--- src/design/snake_params.svh ---
// Snake game constants
`ifndef SNAKE_PARAMS_SVH
`define SNAKE_PARAMS_SVH

// playfield size in cells
`define GRID_W 16
`define GRID_H 12

// segment history depth
`define MAX_LENGTH 50
`define START_LENGTH 3

// head position after reset
`define START_HEAD_X 5
`define START_HEAD_Y 4

// apple spot for map 0
`define APPLE_BASE_X 7
`define APPLE_Y 4

`define SYNC_STAGES 2

`endif
--- src/design/snake_ctrl_pkg.sv ---
// Game control types
`default_nettype none

package snake_ctrl_pkg;

  // reverse of a direction is the value with bit 0 flipped
  typedef enum logic [1:0] {
    RIGHT = 2'd0,
    LEFT  = 2'd1,
    UP    = 2'd2,
    DOWN  = 2'd3
  } dir_t;

  typedef logic [6:0] length_t;    // up to MAX_LENGTH
  typedef logic [3:0] map_index_t; // wraps at 16

endpackage

`default_nettype wire

--- src/design/snake_grid_pkg.sv ---
// Grid types
`default_nettype none

package snake_grid_pkg;

  typedef logic [3:0] cell_x_t; // column
  typedef logic [3:0] cell_y_t; // row

  // one snake segment, x in the upper nibble
  typedef struct packed {
    cell_x_t x;
    cell_y_t y;
  } segment_t;

  // object codes seen on the cell output
  typedef enum logic [2:0] {
    EMPTY  = 3'd0,
    BORDER = 3'd1,
    APPLE  = 3'd2,
    BODY   = 3'd3,
    HEAD   = 3'd4
  } cell_obj_t;

endpackage

`default_nettype wire

--- src/design/scan_if.sv ---
// Scan position bus
`timescale 1ns/1ps
`default_nettype none

interface scan_if;
  import snake_grid_pkg::*;

  cell_x_t x;
  cell_y_t y;
  logic    valid;
  logic    frame_end; // last cell of the frame

  modport scanner (output x, y, valid, frame_end);
  modport viewer  (input x, y, valid, frame_end);

endinterface

`default_nettype wire

--- src/design/snake_game_top.sv ---
// Snake playfield top level
`timescale 1ns/1ps
`default_nettype none

module snake_game_top (
  input  logic                       next_map_a,
  input  logic                       reset,
  input  logic [3:0]                 dir_button, // right, left, up, down
  input  logic                       grow_button,
  input  logic                       map_button,
  output snake_grid_pkg::cell_x_t    cell_x,
  output snake_grid_pkg::cell_y_t    cell_y,
  output snake_grid_pkg::cell_obj_t  cell_obj,
  output logic                       cell_valid,
  output logic                       frame_sync,
  output snake_ctrl_pkg::length_t    length,
  output snake_ctrl_pkg::map_index_t map_index,
  output logic                       game_over
);

  logic [5:0] press;
  logic       head_hit;
  logic       body_hit;

  scan_if scan_bus ();

  button_conditioner button_conditioner_inst (
    .next_map_a (next_map_a),
    .reset      (reset),
    .raw        ({map_button, grow_button, dir_button}),
    .press      (press)
  );

  cell_scanner cell_scanner_inst (
    .next_map_a (next_map_a),
    .reset      (reset),
    .scan       (scan_bus.scanner)
  );

  snake_body_controller snake_body_controller_inst (
    .next_map_a (next_map_a),
    .reset      (reset),
    .scan       (scan_bus.viewer),
    .dir_press  (press[3:0]),
    .grow_press (press[4]),
    .head_hit   (head_hit),
    .body_hit   (body_hit),
    .length     (length),
    .game_over  (game_over)
  );

  playfield_renderer playfield_renderer_inst (
    .next_map_a (next_map_a),
    .reset      (reset),
    .scan       (scan_bus.viewer),
    .map_press  (press[5]),
    .head_hit   (head_hit),
    .body_hit   (body_hit),
    .map_index  (map_index),
    .cell_x     (cell_x),
    .cell_y     (cell_y),
    .cell_obj   (cell_obj),
    .cell_valid (cell_valid),
    .frame_sync (frame_sync)
  );

endmodule

`default_nettype wire

--- src/design/playfield_renderer.sv ---
// Playfield renderer
`timescale 1ns/1ps
`default_nettype none
`include "snake_params.svh"

module playfield_renderer (
  input  logic                       next_map_a,
  input  logic                       reset,
  scan_if.viewer                     scan,
  input  logic                       map_press,
  input  logic                       head_hit,
  input  logic                       body_hit,
  output snake_ctrl_pkg::map_index_t map_index,
  output snake_grid_pkg::cell_x_t    cell_x,
  output snake_grid_pkg::cell_y_t    cell_y,
  output snake_grid_pkg::cell_obj_t  cell_obj,
  output logic                       cell_valid,
  output logic                       frame_sync
);
  import snake_grid_pkg::*;
  import snake_ctrl_pkg::*;

  logic [4:0] apple_sum;
  cell_x_t    apple_x;
  logic       border;
  logic       apple;
  cell_obj_t  obj;

  // apple column cycles through the interior columns 1..14
  assign apple_sum = 5'(`APPLE_BASE_X) + 5'(map_index);
  assign apple_x   = (apple_sum > 5'(`GRID_W - 2)) ? cell_x_t'(apple_sum - 5'(`GRID_W - 2))
                                                   : cell_x_t'(apple_sum);

  assign border = (scan.x == '0) || (scan.x == cell_x_t'(`GRID_W - 1)) ||
                  (scan.y == '0) || (scan.y == cell_y_t'(`GRID_H - 1));
  assign apple  = (scan.x == apple_x) && (scan.y == cell_y_t'(`APPLE_Y));

  always_comb begin
    if (head_hit)      obj = HEAD;
    else if (body_hit) obj = BODY;
    else if (apple)    obj = APPLE;
    else if (border)   obj = BORDER;
    else               obj = EMPTY;
  end

  always_ff @(posedge next_map_a or posedge reset) begin
    if (reset) begin
      map_index  <= '0;
      cell_valid <= 1'b0;
      frame_sync <= 1'b0;
    end else begin
      if (map_press) map_index <= map_index + 1'b1; // wraps 15 -> 0
      cell_valid <= scan.valid;
      frame_sync <= scan.frame_end;
    end
  end

  always_ff @(posedge next_map_a) begin
    cell_x   <= scan.x;
    cell_y   <= scan.y;
    cell_obj <= obj;
  end

endmodule

`default_nettype wire

--- src/design/snake_body_controller.sv ---
// Snake body controller
`timescale 1ns/1ps
`default_nettype none
`include "snake_params.svh"

module snake_body_controller (
  input  logic                    next_map_a,
  input  logic                    reset,
  scan_if.viewer                  scan,
  input  logic [3:0]              dir_press,
  input  logic                    grow_press,
  output logic                    head_hit,
  output logic                    body_hit,
  output snake_ctrl_pkg::length_t length,
  output logic                    game_over
);
  import snake_grid_pkg::*;
  import snake_ctrl_pkg::*;

  segment_t seg [`MAX_LENGTH]; // slot 0 is the head
  segment_t next_head;
  segment_t scan_seg;
  dir_t     cur_dir;
  dir_t     pend_dir;
  dir_t     req_dir;
  logic     req_ok;
  logic     head_on_border;

  // lowest pressed bit wins
  always_comb begin
    req_dir = RIGHT;
    req_ok  = 1'b0;
    for (int i = 3; i >= 0; i--) begin
      if (dir_press[i]) begin
        req_dir = dir_t'(i);
        req_ok  = 1'b1;
      end
    end
    if (req_dir == dir_t'(cur_dir ^ 2'd1)) req_ok = 1'b0; // no reversing
  end

  always_comb begin
    next_head = seg[0];
    case (pend_dir)
      RIGHT:   next_head.x = seg[0].x + 1'b1;
      LEFT:    next_head.x = seg[0].x - 1'b1;
      UP:      next_head.y = seg[0].y - 1'b1;
      default: next_head.y = seg[0].y + 1'b1;
    endcase
  end

  assign head_on_border = (next_head.x == '0) || (next_head.x == cell_x_t'(`GRID_W - 1)) ||
                          (next_head.y == '0) || (next_head.y == cell_y_t'(`GRID_H - 1));

  always_ff @(posedge next_map_a or posedge reset) begin
    if (reset) begin
      for (int i = 0; i < `MAX_LENGTH; i++) begin
        seg[i] <= '{x: cell_x_t'(`START_HEAD_X - 2), y: cell_y_t'(`START_HEAD_Y)};
      end
      seg[0]    <= '{x: cell_x_t'(`START_HEAD_X), y: cell_y_t'(`START_HEAD_Y)};
      seg[1]    <= '{x: cell_x_t'(`START_HEAD_X - 1), y: cell_y_t'(`START_HEAD_Y)};
      cur_dir   <= RIGHT;
      pend_dir  <= RIGHT;
      length    <= length_t'(`START_LENGTH);
      game_over <= 1'b0;
    end else begin
      if (req_ok) pend_dir <= req_dir;
      if (grow_press && length < length_t'(`MAX_LENGTH)) length <= length + 1'b1;
      if (scan.frame_end && !game_over) begin
        cur_dir <= pend_dir;
        for (int i = `MAX_LENGTH - 1; i > 0; i--) begin
          seg[i] <= seg[i-1];
        end
        seg[0] <= next_head;
        if (head_on_border) game_over <= 1'b1; // sticky until reset
      end
    end
  end

  assign scan_seg = '{x: scan.x, y: scan.y};
  assign head_hit = (seg[0] == scan_seg);

  // only slots below the current length count
  always_comb begin
    body_hit = 1'b0;
    for (int i = 1; i < `MAX_LENGTH; i++) begin
      if (length_t'(i) < length && seg[i] == scan_seg) body_hit = 1'b1;
    end
  end

endmodule

`default_nettype wire

--- src/design/cell_scanner.sv ---
// Raster cell scanner
`timescale 1ns/1ps
`default_nettype none
`include "snake_params.svh"

module cell_scanner (
  input  logic next_map_a,
  input  logic reset,
  scan_if.scanner scan
);
  import snake_grid_pkg::*;

  logic last_x;
  logic last_y;

  assign last_x = (scan.x == cell_x_t'(`GRID_W - 1));
  assign last_y = (scan.y == cell_y_t'(`GRID_H - 1));

  assign scan.frame_end = scan.valid && last_x && last_y;

  always_ff @(posedge next_map_a or posedge reset) begin
    if (reset) begin
      scan.x     <= '0;
      scan.y     <= '0;
      scan.valid <= 1'b0;
    end else begin
      scan.valid <= 1'b1;
      if (scan.valid) begin // hold at 0,0 for the first cycle
        if (last_x) begin
          scan.x <= '0;
          scan.y <= last_y ? '0 : scan.y + 1'b1;
        end else begin
          scan.x <= scan.x + 1'b1;
        end
      end
    end
  end

endmodule

`default_nettype wire

--- src/design/button_conditioner.sv ---
// Button synchronizer and edge detect
`timescale 1ns/1ps
`default_nettype none
`include "snake_params.svh"

module button_conditioner (
  input  logic       next_map_a,
  input  logic       reset,
  input  logic [5:0] raw,
  output logic [5:0] press
);

  logic [5:0] sync_q [`SYNC_STAGES];
  logic [5:0] prev_q; // edge register

  always_ff @(posedge next_map_a or posedge reset) begin
    if (reset) begin
      for (int i = 0; i < `SYNC_STAGES; i++) begin
        sync_q[i] <= '0;
      end
      prev_q <= '0;
      press  <= '0;
    end else begin
      sync_q[0] <= raw;
      for (int i = 1; i < `SYNC_STAGES; i++) begin
        sync_q[i] <= sync_q[i-1];
      end
      prev_q <= sync_q[`SYNC_STAGES-1];
      press  <= sync_q[`SYNC_STAGES-1] & ~prev_q; // rising edges only
    end
  end

endmodule

`default_nettype wire

--- config.mk ---
export PLATFORM = sky130hd
export DESIGN_NAME = snake_game_top
export DESIGN_NICKNAME = d
export VERILOG_FILES = /design/src/design/snake_ctrl_pkg.sv /design/src/design/snake_grid_pkg.sv /design/src/design/scan_if.sv /design/src/design/snake_game_top.sv /design/src/design/playfield_renderer.sv /design/src/design/snake_body_controller.sv /design/src/design/cell_scanner.sv /design/src/design/button_conditioner.sv
export VERILOG_INCLUDE_DIRS = /design/src /design/src/design
export SDC_FILE = /design/constraint.sdc
export NUM_CORES = 1
export LEC_CHECK = 0
export BUFFER_PORTS_ARGS = -buffer_cell sky130_fd_sc_hd__buf_2
export CAP_MARGIN = 20
export CORE_MARGIN = 3
export CORE_UTILIZATION = 57
export DETAILED_ROUTE_END_ITERATION = 8
export GPL_TIMING_DRIVEN = 1
export PLACE_DENSITY = 0.72
export SKIP_CTS_REPAIR_TIMING = 1
export SYNTH_ARGS = -nofsm -noshare
export SYNTH_HDL_FRONTEND = slang
export SYNTH_SLANG_ARGS = --single-unit
--- constraint.sdc ---
create_clock -name next_map_a -period 18.05 [get_ports next_map_a]
set_clock_uncertainty 0.2 [all_clocks]
set_input_delay 5.415 -clock next_map_a [delete_from_list [all_inputs] [get_ports next_map_a]]
set_output_delay 5.415 -clock next_map_a [all_outputs]
set_load 0.01 [all_outputs]
# Word level (Yosys, flattened, before mapping)
# Cells that the tools add are included.
dict set report op_classes {
  add_sub_neg 10
  n_lt_le_gt_ge 51
  n_eq_ne 59
  mux 66
  bitwise 3
  reduce_logical 69
}
# op n
set op_table {}
lappend op_table {{8-bit equality test} 50}
lappend op_table {{6-bit by 7-bit less-than comparator with 1-bit output (first input constant)} 18}
lappend op_table {{5-bit by 7-bit less-than comparator with 1-bit output (first input constant)} 16}
lappend op_table {{4-bit by 7-bit less-than comparator with 1-bit output (first input constant)} 8}
lappend op_table {{1-bit two-way mux} 55}
lappend op_table {{1-bit logical AND} 54}
lappend op_table {{3-bit by 7-bit less-than comparator with 1-bit output (first input constant)} 4}
lappend op_table {{4-bit by 1-bit adder with 4-bit output (second input constant)} 5}
lappend op_table {{4-bit equality test (second input constant)} 4}
lappend op_table {{4-bit logical NOT} 4}
lappend op_table {{4-bit case mux with 2 select lines} 2}
lappend op_table {{2-bit by 7-bit less-than comparator with 1-bit output (first input constant)} 2}
lappend op_table {{4-bit two-way mux} 3}
lappend op_table {{2-bit two-way mux} 4}
lappend op_table {{4-bit by 1-bit subtractor with 4-bit output (second input constant)} 2}
lappend op_table {{7-bit by 1-bit adder with 7-bit output (second input constant)} 1}
lappend op_table {{1-bit by 7-bit less-than comparator with 1-bit output (first input constant)} 1}
lappend op_table {{7-bit by 6-bit less-than comparator with 1-bit output (second input constant)} 1}
lappend op_table {{6-bit AND} 1}
lappend op_table {{1-bit logical OR} 6}
lappend op_table {{3-bit two-way mux} 2}
lappend op_table {{6-bit NOT} 1}
lappend op_table {{3-bit by 4-bit adder with 5-bit output (first input constant)} 1}
lappend op_table {{5-bit by 4-bit > comparator with 1-bit output (second input constant)} 1}
lappend op_table {{other kinds (11)} 12}
dict set report totals {
  register_bits 462
  input_bits 8
  out_inout_bits 25
  wordCells 375
}

# Logic depth before layout (Yosys ltp)
dict set report depth {
  ltp_word 52
  ltp_mapped 10
  ltp_nobuf 10
}

# Modules after synthesis
# Synthesis repeated with hierarchy kept, for this count alone.
dict set report hier_totals {
  cells_unflattened 2615
  hier_area_um2 23112.2
}
# mod instances cells_each area_per_inst_um2 seq_area_each_um2
set by_module_without_submodules {}
lappend by_module_without_submodules {snake_body_controller 1 2460 21131.5 10498.8}
lappend by_module_without_submodules {playfield_renderer 1 81 859.6 370.4}
lappend by_module_without_submodules {button_conditioner 1 31 686.9 600.6}
lappend by_module_without_submodules {cell_scanner 1 43 434.2 225.2}

# Worst setup path before layout
# No wires, ideal clock.
dict set report synth_path {
  kind {register to output}
  from {reg snake_body_controller_inst.length[1]}
  to {out length[1]}
  arrival_ns 0.554
  t_required_ns 12.435
  path_slack_ns 11.881
  path_stages_with_launch 1
  path_buffers 0
  cell_sequence {dfstp_2}
}
# item line
set synth_lines {}
lappend synth_lines {{start: declaration} snake_body_controller.sv:14} ;# output snake_ctrl_pkg::length_t length,
lappend synth_lines {{start signal: assignment} snake_body_controller.sv:64} ;# length <= length_t'(`START_LENGTH);
lappend synth_lines {{start signal: assignment} snake_body_controller.sv:68} ;# if (grow_press && length < length_t'(`MAX_LENGTH)) length <= length + 1'b1;
lappend synth_lines {{end: declaration} snake_game_top.sv:16} ;# output snake_ctrl_pkg::length_t length,
# No word-level cell between the ends.

# Worst setup path in the final report
dict set report layout_path {
  from {reg snake_body_controller_inst.length[2]}
  to {out length[2]}
}
# No word-level cell between the ends.

==> results_dict.tcl <==
set metrics [dict create \
    slew_violations 0 \
    crit_fanout 18 \
    nets 2577 \
    critPathCaptureType "output port" \
    finalCriticalPeriod_ps 7310 \
    drc 0 \
    syn_nets 2635 \
    worstPathArrival_ps 1700 \
    power.density_nw_per_um2 121 \
    final_util_pct 63.6 \
    peakVddDrop_mv 0.0929 \
    required_ps 12430 \
    async_flop_share_pct 97.6 \
    cts_buffers 48 \
    critical-path-max-stage-delay_ps 820 \
    drt_iter0_markers 1511 \
    period_share_pct 40.5 \
    startpoint_type "flop" \
    dpl_cell_area_um2 23300 \
    fill_cells 3276 \
    setup_tns_ps 0 \
    clk_latency_ps 590 \
    finalSetupViolCount 0 \
    antenna_found_initial 1 \
    power_leakage_uw 0.0119 \
    antenna_cells 0 \
    synth.avg_cell_area_um2 8.80 \
    min_path_type "reg2reg" \
    synth_flop_cell "dfrtp_1" \
    htreeDepth 2 \
    fin_area_um2 25000 \
    dieWidth_um 207 \
    status "completed" \
    ys_types 64 \
    grt.overflow.total 0 \
    grt_pass1_wl_um 90400 \
    coreArea_um2 39300 \
    vias_per_cell 5.52 \
    clock-root-buffer "clkbuf_16" \
    synth_edf_count 0 \
    yosys_warnings 0 \
    clkSlewWorstSetupHoldPaths_ps 60 \
    area_growth_pct 8.65 \
    io_buffers 32 \
    postRouteAntennaNets 0 \
    die_h_um 207 \
    num_rows 72 \
    grt_pass1_vias 16904 \
    multi_input_area_um2 10500 \
    yosysSeqAreaShare_pct 50.9 \
    gr-usage-all-layers_pct 26.6 \
    hpwlAfterDp_um 34700 \
    crit_family "flip-flops" \
    synthesis.instances 2612 \
    worst_pin_slew_ps 1090 \
    gp_congestion 0.854 \
    grt_max_degree 234 \
    syn_area_um2 23000 \
    via_count 17178 \
    cts.sinks 462 \
    hold_viol 0 \
    crit_type "reg2out" \
    start_util_pct 58.5 \
    drv_cap 0 \
    wl_um 56100 \
    drive_gt1_share_pct 11.7 \
    fmax_mhz 137 \
    crit_slowest_cell "dfrtp_1" \
    synth_seq_cells 462 \
    io_pins 33 \
    grt_setup_unrepaired "no" \
    drt-wirelength-per-cell_um 18.1 \
    crit_buf_inv 1 \
    regArea_um2 11700 \
    maxSlewHeadroom_pct 27.3 \
    cp_cell_sequence "buf_2" \
    cts_buffer_depth 3 \
    tritoncts "built" \
    dieArea_um2 42800 \
    first_pass_iters 7 \
]
-- metrics by stage --
step                instances  total power [uW]  worst slack [ps]  hold WS [ps]
finish                   3110              3020             10740           142
detailed placement       3020              1990             10050           137
global route             3110              3150             10440           156
global placement         3020              1980             10080           134
CTS                      3108              3030             10670           147
floorplan                2612              1760               115           131
-- placed cells by master (no fill, tap or decap), types with 13 or more instances in the layout --
master,count
nor3_1,25
a31oi_1,13
o21ai_0,22
clkbuf_8,13
nor4_1,32
xor2_1,74
buf_4,17
xnor2_1,343
dfstp_2,151
nor2_1,36
ha_1,13
nand4_1,77
dfrtp_1,292
a21oi_1,20
clkbuf_16,49
nand3_1,16
nand2_1,1196
buf_2,32
-- metal layers --
layer / track usage (%) / part of all wire (%) / vias up
met5: 0 / 0.016 / -
met4: 10.5 / 3.9 / 2
met3: 5.05 / 5.5 / 139
met2: 42.6 / 47 / 459
met1: 36.1 / 43 / 8439
li1: - / - / 8139
-- state kept, by name (all words and copies together) (netlist names) --
signal / count
playfield_renderer_inst.cell_y: 4
snake_body_controller_inst.cur_dir: 2
playfield_renderer_inst.map_index: 4
button_conditioner_inst.prev_q: 6
playfield_renderer_inst.frame_sync: 1
snake_body_controller_inst.length: 7
button_conditioner_inst.press: 6
snake_body_controller_inst.game_over: 1
cell_scanner_inst.scan.y: 4
snake_body_controller_inst.pend_dir: 2
button_conditioner_inst.sync_q: 12
playfield_renderer_inst.cell_valid: 1
cell_scanner_inst.scan.valid: 1
snake_body_controller_inst.seg: 400
playfield_renderer_inst.cell_obj: 3
cell_scanner_inst.scan.x: 4
playfield_renderer_inst.cell_x: 4
-- where the power goes --
part	total [uW]	leakage (uW)	switching [uW]	internal [uW]
clock	1030	0.000820	410	622
combinational	788	0.00528	461	327
sequential	1200	0.00575	125	1070
-- area by class of cell --
class	count	area share, %
Clock buffer	73	5.79
Clock inverter	15	0.801
Inverter	12	0.210
Multi-Input combinational cell	1977	42.1
Sequential cell	462	46.9
Tap cell	518	2.59
Timing Repair Buffer	53	1.53
-- logic make-up (layout without fill, tap and decap cells) --
group	Yosys count	after routing	synth area share [%]
simple gates	1434	1434	25.6
compound gates	103	103	2.93
fa+ha+maj	15	15	0.882
flops	462	462	50.9
buf+inv	173	153	3.40
other cells	1	1	0.0163
xor+xnor	418	418	16.0
mux	6	6	0.283
-- cells in the mapped netlist (all sizes together) (2+ instances only) --
master      n  area [um^2]
a22oi       2         15.0
and2        4         25.0
inv        11         41.3
o21a        2         15.0
a211oi      7         52.6
mux2i       2         20.0
a21o        5         37.5
or2         3         18.8
nand4bb     2         22.5
nor3       26          130
or4         2         15.0
buf        79          429
a31oi      13         81.3
nand2    1196         4490
nand3b      4         30.0
nand2b      7         43.8
and3b       2         17.5
nand4      77          482
clkbuf     82          308
xnor2     343         3000
dfstp     151         3970
nor2b       8         50.1
o22a        3         26.3
ha         13          163
xor2       74          648
mux2        4         45.0
nor4       35          238
fa          2         40.0
nor3b       2         15.0
nand3      16         80.1
o21bai      2         15.0
or4b        2         23.8
a21oi      20          100
nor2       36          135
o2111ai     4         35.0
o21ai      24          120
or3         8         50.1
dfxtp      11          220
and3        2         12.5
dfrtp     300         7510
o211ai     12         95.1
-- worst paths after layout --
kind,cells past startpoint,slack (ps),start,to
worst max register to register,9,13420,cell_scanner_inst.scan.x[1]$_DFFE_PP0P_,snake_body_controller_inst.seg[166]$_DFFE_PP0P_
worst max-delay path,1,10740,snake_body_controller_inst.length[2]$_DFFE_PP0P_,length[2]
max in group asynchronous,4,10760,reset,snake_body_controller_inst.seg[96]$_DFFE_PP0P_
worst min-delay path,0,140,button_conditioner_inst.sync_q[8]$_DFF_PP0_,button_conditioner_inst.sync_q[2]$_DFF_PP0_
min in group asynchronous,2,4720,reset,snake_body_controller_inst.seg[399]$_DFFE_PP0P_
worst min register to register,0,140,button_conditioner_inst.sync_q[8]$_DFF_PP0_,button_conditioner_inst.sync_q[2]$_DFF_PP0_
No activity file was read; power rests on OpenSTA's default activity.
